--- src/hw/l15_msg_pkg.sv ---
`default_nettype none

package l15_msg_pkg;

    // Physical address as the L1.5 sees it, wider than the core address
    typedef logic [39:0] l15_addr_t;

    // One data word of a return message, stored big endian
    typedef logic [63:0] l15_word_t;

    // Request and return type fields of the message headers
    typedef logic [4:0] l15_rqtype_t;
    typedef logic [3:0] l15_rettype_t;

    // Interrupt type field carried inside data word 0 of an INT_RET
    typedef logic [1:0] l15_int_type_t;

    // Instruction miss request, the only request this bridge sends
    localparam l15_rqtype_t IMISS_RQ = 5'b10000;

    // Return codes that can arrive on the response side
    localparam l15_rettype_t LOAD_RET  = 4'b0000;
    localparam l15_rettype_t IFILL_RET = 4'b0001;
    localparam l15_rettype_t ST_ACK    = 4'b0100;
    localparam l15_rettype_t INT_RET   = 4'b0111;

    // Bit position of the interrupt type inside data word 0
    localparam int INT_TYPE_LSB = 16;

    // Interrupt type that releases the core from reset
    localparam l15_int_type_t INT_TYPE_RESET = 2'b01;

    // An instruction fill always returns one block of this many bytes
    localparam int BLOCK_BYTES = 32;

endpackage

`default_nettype wire

--- src/hw/ifill_pkg.sv ---
`default_nettype none

package ifill_pkg;

    // Linear address as issued by the core fetch unit
    typedef logic [31:0] core_addr_t;

    // Little endian instruction word as handed to the core
    typedef logic [31:0] code_word_t;

    // Two code words made from one L1.5 data word
    typedef logic [63:0] code_pair_t;

    // Full 16-byte fetch window, word 0 in the low bits
    typedef logic [127:0] code_line_t;

    // Index of the 8-byte slot inside a 32-byte block
    typedef logic [1:0] window_t;

    // Position of the word currently streamed to the core
    typedef logic [1:0] word_idx_t;

    // The slot index starts at this address bit
    localparam int WINDOW_LSB = 3;

    localparam int WORDS_PER_LINE = 4;

    typedef enum logic [1:0] {
        FILL_IDLE,
        FILL_SEND,
        FILL_WAIT
    } fill_state_t;

endpackage

`default_nettype wire

--- src/hw/fill_if.sv ---
`timescale 1ns/1ps
`default_nettype none

// Context of one instruction fill, shared by the request and return sides
interface fill_if;

    // Slot of the fetch window inside the first block
    ifill_pkg::window_t window;

    // The window crosses a block boundary, so two requests go out
    logic split;

    // High while the request for the second block is outstanding
    logic second_pass;

    // Pulse for every instruction fill return seen on the L1.5 port
    logic fill_ret;

    // Request side owns the context and watches for the returns
    modport req (output window, output split, output second_pass, input fill_ret);

    // Return side uses the context to pick data words
    modport ret (input window, input split, input second_pass, output fill_ret);

endinterface

`default_nettype wire

--- src/hw/ifill_request.sv ---
`timescale 1ns/1ps
`default_nettype none

module ifill_request (
    input  logic                     clk,
    input  logic                     rst_n,
    input  logic                     readcode_do,
    input  ifill_pkg::core_addr_t    readcode_address,
    input  logic                     header_ack,
    output l15_msg_pkg::l15_addr_t   l15_addr,
    output l15_msg_pkg::l15_rqtype_t l15_rqtype,
    output logic                     l15_val,
    fill_if.req                      fill
);

    ifill_pkg::fill_state_t state;

    // Start of the first block that holds the fetch window
    ifill_pkg::core_addr_t block_addr;

    // Slot of the captured address, taken straight from the core bus
    ifill_pkg::window_t req_window;

    // Sign extension keeps the top of the core space at the top of the L1.5 space
    function automatic l15_msg_pkg::l15_addr_t to_l15_addr(input ifill_pkg::core_addr_t a);
        to_l15_addr = l15_msg_pkg::l15_addr_t'(signed'(a));
    endfunction

    assign req_window = readcode_address[ifill_pkg::WINDOW_LSB +: $bits(ifill_pkg::window_t)];

    // Address and slot are captured with the request and only read while busy
    always_ff @(posedge clk) begin
        if (state == ifill_pkg::FILL_IDLE && readcode_do) begin
            block_addr <= readcode_address
                          & ~ifill_pkg::core_addr_t'(l15_msg_pkg::BLOCK_BYTES - 1);
            fill.window <= req_window;
        end
    end

    always_ff @(posedge clk) begin
        if (!rst_n) begin
            state            <= ifill_pkg::FILL_IDLE;
            l15_val          <= 1'b0;
            l15_rqtype       <= '0;
            l15_addr         <= '0;
            fill.split       <= 1'b0;
            fill.second_pass <= 1'b0;
        end else begin
            case (state)
                ifill_pkg::FILL_IDLE: begin
                    // A fetch is only taken when no fill is in flight
                    if (readcode_do) begin
                        state            <= ifill_pkg::FILL_SEND;
                        fill.split       <= &req_window;
                        fill.second_pass <= 1'b0;
                    end
                end

                ifill_pkg::FILL_SEND: begin
                    // First miss request goes out for the block of the fetch address
                    l15_val    <= 1'b1;
                    l15_rqtype <= l15_msg_pkg::IMISS_RQ;
                    l15_addr   <= to_l15_addr(block_addr);
                    state      <= ifill_pkg::FILL_WAIT;
                end

                ifill_pkg::FILL_WAIT: begin
                    // The L1.5 takes the header, so the request strobe drops
                    if (l15_val && header_ack) begin
                        l15_val    <= 1'b0;
                        l15_rqtype <= '0;
                    end
                    if (fill.fill_ret) begin
                        if (fill.split && !fill.second_pass) begin
                            // Upper half of the window sits in the next block
                            l15_val          <= 1'b1;
                            l15_rqtype       <= l15_msg_pkg::IMISS_RQ;
                            l15_addr         <= to_l15_addr(block_addr
                                                + ifill_pkg::core_addr_t'(
                                                  l15_msg_pkg::BLOCK_BYTES));
                            fill.second_pass <= 1'b1;
                        end else begin
                            // Last return of the fill, the line is on its way to the core
                            state            <= ifill_pkg::FILL_IDLE;
                            fill.second_pass <= 1'b0;
                        end
                    end
                end

                default: begin
                    state <= ifill_pkg::FILL_IDLE;
                end
            endcase
        end
    end

endmodule

`default_nettype wire

--- src/hw/l15_return_unit.sv ---
`timescale 1ns/1ps
`default_nettype none

module l15_return_unit (
    input  logic                      clk,
    input  logic                      rst_n,
    input  logic                      resp_val,
    input  l15_msg_pkg::l15_rettype_t returntype,
    input  l15_msg_pkg::l15_word_t    data_0,
    input  l15_msg_pkg::l15_word_t    data_1,
    input  l15_msg_pkg::l15_word_t    data_2,
    input  l15_msg_pkg::l15_word_t    data_3,
    fill_if.ret                       fill,
    output logic                      req_ack,
    output ifill_pkg::code_line_t     line,
    output logic                      line_valid,
    output logic                      core_int
);

    l15_msg_pkg::l15_word_t data_words [4];

    // Slot that supplies the upper half of the line, wrapping to word 0
    ifill_pkg::window_t hi_idx;

    ifill_pkg::code_pair_t lo_pair;
    ifill_pkg::code_pair_t hi_pair;

    logic ifill_hit;
    logic int_hit;

    // First return of a block crossing fill, which only fills the lower half
    logic first_of_split;

    function automatic ifill_pkg::code_word_t swap_bytes(input ifill_pkg::code_word_t w);
        swap_bytes = {w[7:0], w[15:8], w[23:16], w[31:24]};
    endfunction

    // Upper half of a big endian word comes first in fetch order
    function automatic ifill_pkg::code_pair_t code_pair(input l15_msg_pkg::l15_word_t w);
        code_pair = {swap_bytes(w[31:0]), swap_bytes(w[63:32])};
    endfunction

    assign data_words[0] = data_0;
    assign data_words[1] = data_1;
    assign data_words[2] = data_2;
    assign data_words[3] = data_3;

    assign hi_idx  = fill.window + ifill_pkg::window_t'(1);
    assign lo_pair = code_pair(data_words[fill.window]);
    assign hi_pair = code_pair(data_words[hi_idx]);

    // Every response is taken in the cycle it shows up
    assign req_ack = resp_val;

    assign ifill_hit = resp_val && (returntype == l15_msg_pkg::IFILL_RET);

    // The request side only acts on this while it waits for a fill
    assign fill.fill_ret = ifill_hit;

    assign first_of_split = fill.split && !fill.second_pass;

    assign int_hit = resp_val && (returntype == l15_msg_pkg::INT_RET)
                     && (data_0[l15_msg_pkg::INT_TYPE_LSB +: $bits(l15_msg_pkg::l15_int_type_t)]
                         == l15_msg_pkg::INT_TYPE_RESET);

    // For a split fill the lower slot is word 3 of the first block and the
    // upper slot is word 0 of the second block, which the wrap of hi_idx gives
    always_ff @(posedge clk) begin
        if (ifill_hit) begin
            if (!fill.second_pass) begin
                line[63:0] <= lo_pair;
            end
            if (!first_of_split) begin
                line[127:64] <= hi_pair;
            end
        end
    end

    always_ff @(posedge clk) begin
        if (!rst_n) begin
            line_valid <= 1'b0;
            core_int   <= 1'b0;
        end else begin
            // Line is complete after the single return or the second of two
            line_valid <= ifill_hit && !first_of_split;
            core_int   <= int_hit;
        end
    end

endmodule

`default_nettype wire

--- src/hw/code_streamer.sv ---
`timescale 1ns/1ps
`default_nettype none

module code_streamer (
    input  logic                  clk,
    input  logic                  rst_n,
    input  ifill_pkg::code_line_t line,
    input  logic                  line_valid,
    output ifill_pkg::code_word_t readcode_partial,
    output ifill_pkg::code_line_t readcode_line,
    output logic                  readcode_partial_done,
    output logic                  readcode_done
);

    // Copy of the line so the return side may move on during the stream
    ifill_pkg::code_line_t line_q;

    // Index of the word that goes out on the next edge
    ifill_pkg::word_idx_t idx;

    logic active;

    logic last_word;

    assign last_word = (idx == ifill_pkg::word_idx_t'(ifill_pkg::WORDS_PER_LINE - 1));

    always_ff @(posedge clk) begin
        if (line_valid) begin
            line_q           <= line;
            // Word 0 leaves directly from the incoming line
            readcode_partial <= line[0 +: $bits(ifill_pkg::code_word_t)];
            readcode_line    <= ifill_pkg::code_line_t'(line[0 +: $bits(ifill_pkg::code_word_t)]);
        end else if (active) begin
            readcode_partial <= line_q[idx * $bits(ifill_pkg::code_word_t)
                                       +: $bits(ifill_pkg::code_word_t)];
            // Line output grows by one word per cycle
            readcode_line[idx * $bits(ifill_pkg::code_word_t) +: $bits(ifill_pkg::code_word_t)]
                <= line_q[idx * $bits(ifill_pkg::code_word_t) +: $bits(ifill_pkg::code_word_t)];
        end
    end

    always_ff @(posedge clk) begin
        if (!rst_n) begin
            active                <= 1'b0;
            idx                   <= '0;
            readcode_partial_done <= 1'b0;
            readcode_done         <= 1'b0;
        end else begin
            readcode_done <= 1'b0;
            if (line_valid) begin
                active                <= 1'b1;
                idx                   <= ifill_pkg::word_idx_t'(1);
                readcode_partial_done <= 1'b1;
            end else if (active) begin
                idx <= idx + ifill_pkg::word_idx_t'(1);
                if (last_word) begin
                    // The final word carries the done strobe instead
                    active                <= 1'b0;
                    readcode_partial_done <= 1'b0;
                    readcode_done         <= 1'b1;
                end
            end
        end
    end

endmodule

`default_nettype wire

--- src/hw/ifill_bridge.sv ---
`timescale 1ns/1ps
`default_nettype none

module ifill_bridge (
    input  logic                      clk,
    input  logic                      rst_n,

    // Requests toward the L1.5
    output l15_msg_pkg::l15_rqtype_t  transducer_l15_rqtype,
    output l15_msg_pkg::l15_addr_t    transducer_l15_address,
    output logic                      transducer_l15_val,
    output logic                      transducer_l15_req_ack,

    // Acknowledges and returns from the L1.5
    input  logic                      l15_transducer_header_ack,
    input  logic                      l15_transducer_val,
    input  l15_msg_pkg::l15_rettype_t l15_transducer_returntype,
    input  l15_msg_pkg::l15_word_t    l15_transducer_data_0,
    input  l15_msg_pkg::l15_word_t    l15_transducer_data_1,
    input  l15_msg_pkg::l15_word_t    l15_transducer_data_2,
    input  l15_msg_pkg::l15_word_t    l15_transducer_data_3,

    // Code fetch from the core
    input  logic                      request_readcode_do,
    input  ifill_pkg::core_addr_t     request_readcode_address,

    // Code words and interrupt toward the core
    output ifill_pkg::code_word_t     transducer_ao486_readcode_partial,
    output ifill_pkg::code_line_t     transducer_ao486_readcode_line,
    output logic                      transducer_ao486_request_readcode_done,
    output logic                      transducer_ao486_readcode_partial_done,
    output logic                      ao486_int
);

    fill_if fill_bus ();

    ifill_pkg::code_line_t line;
    logic                  line_valid;

    ifill_request u_request (
        .clk              (clk),
        .rst_n            (rst_n),
        .readcode_do      (request_readcode_do),
        .readcode_address (request_readcode_address),
        .header_ack       (l15_transducer_header_ack),
        .l15_addr         (transducer_l15_address),
        .l15_rqtype       (transducer_l15_rqtype),
        .l15_val          (transducer_l15_val),
        .fill             (fill_bus)
    );

    l15_return_unit u_return (
        .clk        (clk),
        .rst_n      (rst_n),
        .resp_val   (l15_transducer_val),
        .returntype (l15_transducer_returntype),
        .data_0     (l15_transducer_data_0),
        .data_1     (l15_transducer_data_1),
        .data_2     (l15_transducer_data_2),
        .data_3     (l15_transducer_data_3),
        .fill       (fill_bus),
        .req_ack    (transducer_l15_req_ack),
        .line       (line),
        .line_valid (line_valid),
        .core_int   (ao486_int)
    );

    code_streamer u_streamer (
        .clk                   (clk),
        .rst_n                 (rst_n),
        .line                  (line),
        .line_valid            (line_valid),
        .readcode_partial      (transducer_ao486_readcode_partial),
        .readcode_line         (transducer_ao486_readcode_line),
        .readcode_partial_done (transducer_ao486_readcode_partial_done),
        .readcode_done         (transducer_ao486_request_readcode_done)
    );

endmodule

`default_nettype wire

--- config.mk ---
export PLATFORM = sky130hd
export DESIGN_NAME = ifill_bridge
export DESIGN_NICKNAME = d
export VERILOG_FILES = /design/src/hw/l15_msg_pkg.sv /design/src/hw/ifill_pkg.sv /design/src/hw/fill_if.sv /design/src/hw/ifill_request.sv /design/src/hw/l15_return_unit.sv /design/src/hw/code_streamer.sv /design/src/hw/ifill_bridge.sv
export SDC_FILE = /design/constraint.sdc
export NUM_CORES = 1
export LEC_CHECK = 0
export BUFFER_PORTS_ARGS = -buffer_cell sky130_fd_sc_hd__buf_4
export CAP_MARGIN = 40
export CORE_MARGIN = 3
export CORE_UTILIZATION = 40
export DETAILED_ROUTE_END_ITERATION = 6
export HOLD_SLACK_MARGIN = 0.03
export PLACE_DENSITY = 0.6
export SYNTH_ARGS = -nofsm -noshare
export SYNTH_HDL_FRONTEND = slang
export SYNTH_SLANG_ARGS = --single-unit
--- constraint.sdc ---
create_clock -name clk -period 6.5 [get_ports clk]
set_input_delay 0.975 -clock clk [delete_from_list [all_inputs] [get_ports clk]]
set_output_delay 0.975 -clock clk [all_outputs]
set_load 0.005 [all_outputs]
=== After elaboration in Yosys (flattened, before gate mapping) ===
Cells that the tools add are included.

* Bitwise logic cells: 6
* Shift operators: 3
* Reductions and logical operators: 24
* Magnitude comparators: 2
* $add $sub $neg: 4
* Mux-type cells: 39
* Eq/ne operators: 10

{| class="wikitable"
|+ Operators with widths
! operator !! number
|-
| binary-select mux 64 bit (select 2 bit) || 2
|-
| two-way mux 64 bit || 4
|-
| bitwise mux 128 bit || 1
|-
| two-way mux 32 bit || 4
|-
| variable shift 32 x 34 -> 128 bit (first input constant) || 1
|-
| indexed part select 128 x 8 -> 32 bit || 1
|-
| indexed part select 32 x 34 -> 128 bit || 1
|-
| two-way mux 40 bit || 2
|-
| one-hot mux 40 bit (2 select lines) || 1
|-
| negator 7 -> 34 bit || 1
|-
| adder 32 x 6 -> 32 bit (second input constant) || 1
|-
| two-way mux 1 bit || 15
|-
| two-way mux 5 bit || 3
|-
| one-hot mux 5 bit (2 select lines) || 1
|-
| AND reduction 2 bit || 5
|-
| AND reduction 3 bit || 3
|-
| nonzero test 2 bit || 4
|-
| logical AND 1 bit || 7
|-
| >= comparator 3 bit (second input constant) || 2
|-
| two-way mux 2 bit || 3
|-
| inverter 2 -> 3 bit || 2
|-
| one-hot mux 2 bit (3 select lines) || 1
|-
| adder 2 x 1 -> 2 bit (second input constant) || 2
|-
| equality test 2 x 1 -> 1 bit (second input constant) || 2
|-
| other kinds (11) || 19
|}

* Word-level logic and storage cells: 109
* Output and inout bits: 210
* Register bits: 502

=== Depth between registers and ports, before layout ===
* Depth after elaboration: 5
* Depth in mapped cells: 9

=== By module ===
From an unflattened synthesis, not the netlist that was laid out.

* Cell total of the unflattened synthesis: 1314
* Area total of the unflattened synthesis: 21326.7 µm²

{| class="wikitable"
|+ By module, submodules not included
! module !! cells each !! instances !! area each (µm²)
|-
| code_streamer || 729 || 1 || 11267.1
|-
| l15_return_unit || 296 || 1 || 7069.3
|-
| ifill_request || 289 || 1 || 2990.4
|}

=== Worst setup path before layout ===
OpenSTA, ideal clock, no wires.

* Kind: flip-flop to flip-flop
* Start point: register u_return.line_valid
* End point: register u_streamer.readcode_line[0] (enable)
* Path slack: 1416 ps
* Stages on the path, launching flop included: 5
* Period minus slack after synthesis: 5084 ps
* Arrival: 4696 ps
* Data required time: 6112 ps
* Path buffers: 3
* Cell sequence: dfxtp_1 > clkbuf_1 > clkbuf_1 > clkbuf_1 > a21o_1

* Cells in the longest elaborated chain, start to end: 1

{| class="wikitable"
|+ RTL lines
! element !! RTL line !! text
|-
| from (decl) || l15_return_unit.sv:16 || <nowiki>output logic line_valid,</nowiki>
|-
| from (signal assigned) || l15_return_unit.sv:85 || <nowiki>line_valid <= ifill_hit && !first_of_split;</nowiki>
|-
| nonzero test 2 bit (no source line) || -- ||
|-
| to (signal assigned) || code_streamer.sv:32 || <nowiki>readcode_line <= ifill_pkg::code_line_t'(line[0 +: $bits(ifill_pkg::code_word_t)]);</nowiki>
|-
| to (decl) || code_streamer.sv:10 || <nowiki>output ifill_pkg::code_line_t readcode_line,</nowiki>
|}

Every way passes these cells.
A chain may end at the register's enable or synchronous reset.

=== Final worst setup path ===
* Start point: register u_request.fill.window[0]
* End point: register u_return.line[123], data pin

* Cells in the longest elaborated chain, start to end: 5

{| class="wikitable"
|+ RTL lines
! element !! RTL line !! text
|-
| from (decl) || fill_if.sv:20 || <nowiki>modport req (output window, output split, output second_pass, input fill_ret);</nowiki>
|-
| from (signal assigned) || ifill_request.sv:36 || <nowiki>fill.window <= req_window;</nowiki>
|-
| adder 2 x 1 -> 2 bit || l15_return_unit.sv:48 || <nowiki>assign hi_idx = fill.window + ifill_pkg::window_t'(1);</nowiki>
|-
| inverter 2 -> 3 bit (not written as such) || l15_return_unit.sv:50 || <nowiki>assign hi_pair = code_pair(data_words[hi_idx]);</nowiki>
|-
| binary-select mux 64 bit (select 2 bit) || l15_return_unit.sv:50 ||
|-
| two-way mux 64 bit (not written as such) (2 in series) || l15_return_unit.sv:50 ||
|-
| net u_return.hi_pair[59] || l15_return_unit.sv:26 || <nowiki>ifill_pkg::code_pair_t hi_pair;</nowiki>
|-
| to (signal assigned) || l15_return_unit.sv:74 || <nowiki>line[127:64] <= hi_pair;</nowiki>
|-
| to (decl) || l15_return_unit.sv:15 || <nowiki>output ifill_pkg::code_line_t line,</nowiki>
|}

The timed path passes the listed nets, and every way through them passes these cells. The select of a mux whose other input is x is not followed.

==> flow_results.xml <==
<?xml version="1.0" encoding="UTF-8"?>
<metrics>
  <group name="sta">
    <metric name="worst-slew-pin-transition" unit="ns">0.792</metric>
    <metric name="fin_ws" unit="ns">3.88</metric>
    <metric name="timing_hold_violations_final" unit="">0</metric>
    <metric name="fin_tns_setup" unit="ns">0</metric>
    <metric name="finalMaxSlewViolations" unit="">0</metric>
    <metric name="clock.fmax" unit="MHz">382</metric>
    <metric name="unrepaired_setup_endpoints_after_global_routing" unit="">false</metric>
    <metric name="fin_crit_sh" unit="%">40.2</metric>
    <metric name="setup_viol_count_final" unit="">0</metric>
    <metric name="period_needed" unit="ns">2.62</metric>
    <metric name="holdWs" unit="ns">0.409</metric>
    <metric name="fin_worst_skew" unit="ns">0.0187</metric>
    <metric name="slew_headroom" unit="%">47.2</metric>
  </group>
  <group name="power">
    <metric name="static_leakage_power" unit="nW">9.91</metric>
    <metric name="switching_power" unit="mW">1.91</metric>
    <metric name="power.density" unit="mW/mm^2">288</metric>
    <metric name="totalPowerFinal" unit="mW">7.65</metric>
    <metric name="power.share.clock" unit="%">36.2</metric>
    <metric name="internal_power" unit="mW">5.75</metric>
    <metric name="sw_frac_of_total" unit="%">24.9</metric>
    <metric name="power.share.sequential" unit="%">47.7</metric>
    <metric name="power.combinational.fraction" unit="%">16.1</metric>
    <metric name="vdd.ir_drop.worst" unit="V">0.000194</metric>
  </group>
  <group name="worst_setup_path">
    <metric name="timing.critical_path.required" unit="ns">6.81</metric>
    <metric name="critical_path.max_fanout" unit="">40</metric>
    <metric name="worst_reg_to_reg_path_cell_count" unit="">3</metric>
    <metric name="critical_path_arrival" unit="ns">2.92</metric>
    <metric name="critPathCaptureType" unit="">flop</metric>
    <metric name="worst_setup_path_start_kind" unit="">flop</metric>
    <metric name="r2r_end" unit="">u_return.line[123]</metric>
    <metric name="worstSetupPathType" unit="">reg -&gt; reg</metric>
    <metric name="r2r_slack" unit="ns">3.88</metric>
    <metric name="rr_startpoint" unit="">u_request.fill.window[0]</metric>
  </group>
  <group name="place">
    <metric name="hpwlAfterDp" unit="mm">41.3</metric>
    <metric name="place_ws" unit="ns">3.52</metric>
    <metric name="io_buffers" unit="">498</metric>
    <metric name="placed_cell_area" unit="mm^2">0.0250</metric>
    <metric name="gp_routability_congestion" unit="">0.783</metric>
  </group>
  <group name="floorplan">
    <metric name="floorplan.die_area" unit="mm^2">0.0541</metric>
    <metric name="floorplan.initialDensity" unit="%">40.7</metric>
    <metric name="die_height" unit="um">233</metric>
    <metric name="chipWidth" unit="um">233</metric>
    <metric name="rows" unit="">82</metric>
    <metric name="io_pins" unit="">507</metric>
    <metric name="core_area" unit="mm^2">0.0505</metric>
  </group>
  <group name="logic_synthesis">
    <metric name="synth.ff_latch_count" unit="">489</metric>
    <metric name="mappedNetlistArea" unit="mm^2">0.0205</metric>
    <metric name="syn-mean-instance-area" unit="um^2">16.6</metric>
    <metric name="yosys_warnings" unit="">0</metric>
    <metric name="synth_largest_area_cell" unit="">sky130_fd_sc_hd__edfxtp_1</metric>
    <metric name="synth_top_flop_cell" unit="">sky130_fd_sc_hd__edfxtp_1</metric>
    <metric name="count_of_flip_flops_with_a_built_in_enable_after_synthesis" unit="">349</metric>
    <metric name="synthesis.instances" unit="">1239</metric>
    <metric name="yosysSeqAreaShare" unit="%">64.7</metric>
    <metric name="async_flop_share" unit="%">0</metric>
    <metric name="yosys.cell_types.count" unit="">49</metric>
    <metric name="synth.top_cell.area_share" unit="%">51.0</metric>
    <metric name="synth_area_leaders" unit="">sky130_fd_sc_hd__edfxtp_1, sky130_fd_sc_hd__mux4_2, sky130_fd_sc_hd__dfxtp_1</metric>
  </group>
  <group name="clock_network">
    <metric name="cts_max_path_buffers" unit="">3</metric>
    <metric name="cts_root_buf" unit="">sky130_fd_sc_hd__clkbuf_16</metric>
    <metric name="cts.sinks" unit="">489</metric>
    <metric name="clk_pin_slew" unit="ns">0.06</metric>
    <metric name="cts_tree" unit="">built</metric>
    <metric name="post-cts-setup-buffer-count" unit="">0</metric>
    <metric name="post_cts.resized_instances" unit="">0</metric>
    <metric name="clkLatencyLatePin" unit="ns">0.59</metric>
    <metric name="postCtsHoldBufs" unit="">0</metric>
    <metric name="number_of_buffers_created_by_cts" unit="">51</metric>
    <metric name="cts_htree_levels" unit="">2</metric>
  </group>
  <group name="cells_and_area">
    <metric name="num-fill-cells" unit="">4197</metric>
    <metric name="layout-drive-gt1-share" unit="%">46.0</metric>
    <metric name="num-nets-final" unit="">2024</metric>
    <metric name="finalInstanceArea" unit="mm^2">0.0266</metric>
    <metric name="flow.area_growth_from_synthesis" unit="%">29.5</metric>
  </group>
  <group name="grt">
    <metric name="grt_overflow_total" unit="">0</metric>
    <metric name="grt_first_pass_wirelength" unit="mm">83.1</metric>
    <metric name="pin_count_of_the_biggest_net_entering_global_routing" unit="">151</metric>
    <metric name="number_of_global_route_vias_before_repair" unit="">13400</metric>
    <metric name="grt_antenna_before_repair" unit="">3</metric>
    <metric name="overall_global_routing_usage" unit="%">20.5</metric>
  </group>
  <group name="route">
    <metric name="route.detailed.drc" unit="">0</metric>
    <metric name="detail_route.wirelength" unit="mm">56.7</metric>
    <metric name="wl_per_cell" unit="um">23.3</metric>
    <metric name="dr.first_iter.drc_count" unit="">943</metric>
    <metric name="post_drt_via_cell_ratio" unit="">5.43</metric>
    <metric name="ant_nets" unit="">0</metric>
    <metric name="detail_route.first_pass.iterations" unit="">5</metric>
    <metric name="via_count" unit="">13200</metric>
  </group>
  <group name="run_status">
    <metric name="run_status" unit="">finished, final reports clean</metric>
  </group>
  <group name="min_path">
    <metric name="worst_hold_startpoint" unit="">u_return.line[60]</metric>
    <metric name="hold_depth" unit="">0</metric>
    <metric name="worst_hold_path_type" unit="">reg -&gt; reg</metric>
    <metric name="holdPathEnd" unit="">u_streamer.line_q[60]</metric>
  </group>
  <group name="flow_run">
    <metric name="total_of_max_cap_violations" unit="">0</metric>
  </group>
</metrics>
[synth_stat cells (2+ instances only)]
| master | n |
|---|---|
| sky130_fd_sc_hd__o31ai_1 | 8 |
| sky130_fd_sc_hd__a211oi_1 | 7 |
| sky130_fd_sc_hd__mux4_2 | 160 |
| sky130_fd_sc_hd__mux2_2 | 32 |
| sky130_fd_sc_hd__a21oi_1 | 15 |
| sky130_fd_sc_hd__nand2b_1 | 6 |
| sky130_fd_sc_hd__xnor2_1 | 6 |
| sky130_fd_sc_hd__nor3_1 | 3 |
| sky130_fd_sc_hd__buf_4 | 14 |
| sky130_fd_sc_hd__dfxtp_1 | 140 |
| sky130_fd_sc_hd__nand2_1 | 23 |
| sky130_fd_sc_hd__buf_2 | 18 |
| sky130_fd_sc_hd__a31oi_1 | 11 |
| sky130_fd_sc_hd__edfxtp_1 | 349 |
| sky130_fd_sc_hd__nand4_1 | 14 |
| sky130_fd_sc_hd__nor2_1 | 114 |
| sky130_fd_sc_hd__a22oi_1 | 97 |
| sky130_fd_sc_hd__or3_1 | 3 |
| sky130_fd_sc_hd__ha_1 | 11 |
| sky130_fd_sc_hd__and2_1 | 6 |
| sky130_fd_sc_hd__mux2i_1 | 3 |
| sky130_fd_sc_hd__and4_1 | 3 |
| sky130_fd_sc_hd__or2_2 | 4 |
| sky130_fd_sc_hd__clkbuf_1 | 66 |
| sky130_fd_sc_hd__nor4b_1 | 3 |
| sky130_fd_sc_hd__inv_1 | 12 |
| sky130_fd_sc_hd__o21ai_0 | 24 |
| sky130_fd_sc_hd__nand3_1 | 10 |
| sky130_fd_sc_hd__or4_2 | 2 |
| sky130_fd_sc_hd__xor2_1 | 9 |
| sky130_fd_sc_hd__a22o_1 | 32 |
| sky130_fd_sc_hd__buf_1 | 6 |
| sky130_fd_sc_hd__or4_1 | 9 |
| sky130_fd_sc_hd__nor4_1 | 4 |
[layout by cell type (no fill, tap or decap), types with 5 or more instances in the layout]
cell                        instances
sky130_fd_sc_hd__o21ai_0           24
sky130_fd_sc_hd__nand3_1           10
sky130_fd_sc_hd__nor2_1           113
sky130_fd_sc_hd__and2_1             6
sky130_fd_sc_hd__clkinv_1           8
sky130_fd_sc_hd__clkbuf_16         51
sky130_fd_sc_hd__ha_1              11
sky130_fd_sc_hd__clkinv_2          10
sky130_fd_sc_hd__o31ai_1            8
sky130_fd_sc_hd__xor2_1             9
sky130_fd_sc_hd__edfxtp_1         349
sky130_fd_sc_hd__clkbuf_1          17
sky130_fd_sc_hd__a211oi_1           7
sky130_fd_sc_hd__nand2b_1           6
sky130_fd_sc_hd__a22o_1            32
sky130_fd_sc_hd__nand4_1           14
sky130_fd_sc_hd__inv_1             11
sky130_fd_sc_hd__a22oi_1           97
sky130_fd_sc_hd__nand2_1           23
sky130_fd_sc_hd__buf_4            517
sky130_fd_sc_hd__conb_1             5
sky130_fd_sc_hd__a31oi_1           11
sky130_fd_sc_hd__xnor2_1            6
sky130_fd_sc_hd__mux2_2            32
sky130_fd_sc_hd__mux4_2           160
sky130_fd_sc_hd__or4_1              9
sky130_fd_sc_hd__dfxtp_1          137
sky130_fd_sc_hd__a21oi_1           15
[through the flow]
| stage | util (%) | instances |
|---|---|---|
| global placement | 49.3 | 2328 |
| finish | 52.7 | 2433 |
| floorplan | - | 1243 |
| CTS | 52.7 | 2431 |
| detailed placement | 49.6 | 2335 |
| global route | 52.7 | 2431 |
[logic make-up after synthesis]
family / Yosys count / share of synthesized area [%]
buf+inv: 117 / 2.54
flops: 489 / 64.7
mux: 195 / 19.4
fa+ha+maj: 11 / 0.670
other cells: 1 / 0.0183
xor+xnor: 15 / 0.639
simple gates: 212 / 5.01
compound gates: 199 / 7.03
[worst max-delay path, cell delays in order (launching register included)]
cell and delay, ns:
sky130_fd_sc_hd__edfxtp_1 0.36, sky130_fd_sc_hd__buf_4 0.57, sky130_fd_sc_hd__buf_4 0.71, sky130_fd_sc_hd__mux4_2 0.63
[power groups by stage]
| stage | logic (mW) | registers (mW) | clock network [mW] |
|---|---|---|---|
| CTS | 1.25 | 3.65 | 2.84 |
| floorplan | 0.738 | 3.68 | 0 |
| global route | 1.34 | 3.66 | 2.98 |
| finish | 1.23 | 3.65 | 2.77 |
| global placement | 1.21 | 3.71 | 0 |
| detailed placement | 1.25 | 3.71 | 0 |
[final cells by class]
class	instances	area, um^2	share of cell area, %
multi-input cells	637	6790	25.5
inverters	12	46.3	0.174
diodes	2	5.00	0.0188
repair buffers	525	4060	15.3
clock inverters	27	225	0.846
flip-flops and latches	489	13300	49.9
clock buffers	69	1350	5.09
well taps	672	841	3.16
[worst max path at each step]
stage                                        to                         start  cells after the start
floorplan           u_streamer.readcode_line[0]           u_return.line_valid                      4
global placement               u_return.line[3]  l15_transducer_returntype[3]                      5
detailed placement           u_return.line[100]  l15_transducer_returntype[3]                      5
CTS                           u_return.line[25]      u_request.fill.window[0]                      3
global route                  u_return.line[59]      u_request.fill.window[0]                      3
finish                       u_return.line[123]      u_request.fill.window[0]                      3
[state kept, by name, indices dropped and copies added (netlist names)]
register and flops:
u_request.fill.window 2, u_streamer.readcode_line 128, u_return.line_valid 1, u_request.l15_addr 27, u_streamer.readcode_partial 32, u_request.l15_rqtype 5
u_streamer.readcode_done 1, u_request.fill.split 1, u_streamer.readcode_partial_done 1, u_return.core_int 1, u_streamer.idx 2, u_streamer.active 1
u_request.l15_val 1, u_streamer.line_q 128, u_return.line 128, u_request.state 2, u_request.fill.second_pass 1, u_request.block_addr 27
[metal layers]
| layer | vias up | part of all wire [%] | track usage [%] | wire (um) |
|---|---|---|---|---|
| met4 | 0 | 1.7 | 4.79 | 966 |
| li1 | 5970 | - | - | - |
| met2 | 447 | 49 | 33.4 | 27700 |
| met3 | 62 | 7.1 | 4.79 | 4010 |
| met1 | 6729 | 42 | 28.1 | 24000 |
| met5 | - | 0 | 0 | 0 |
(Power assumes the default switching activity.)
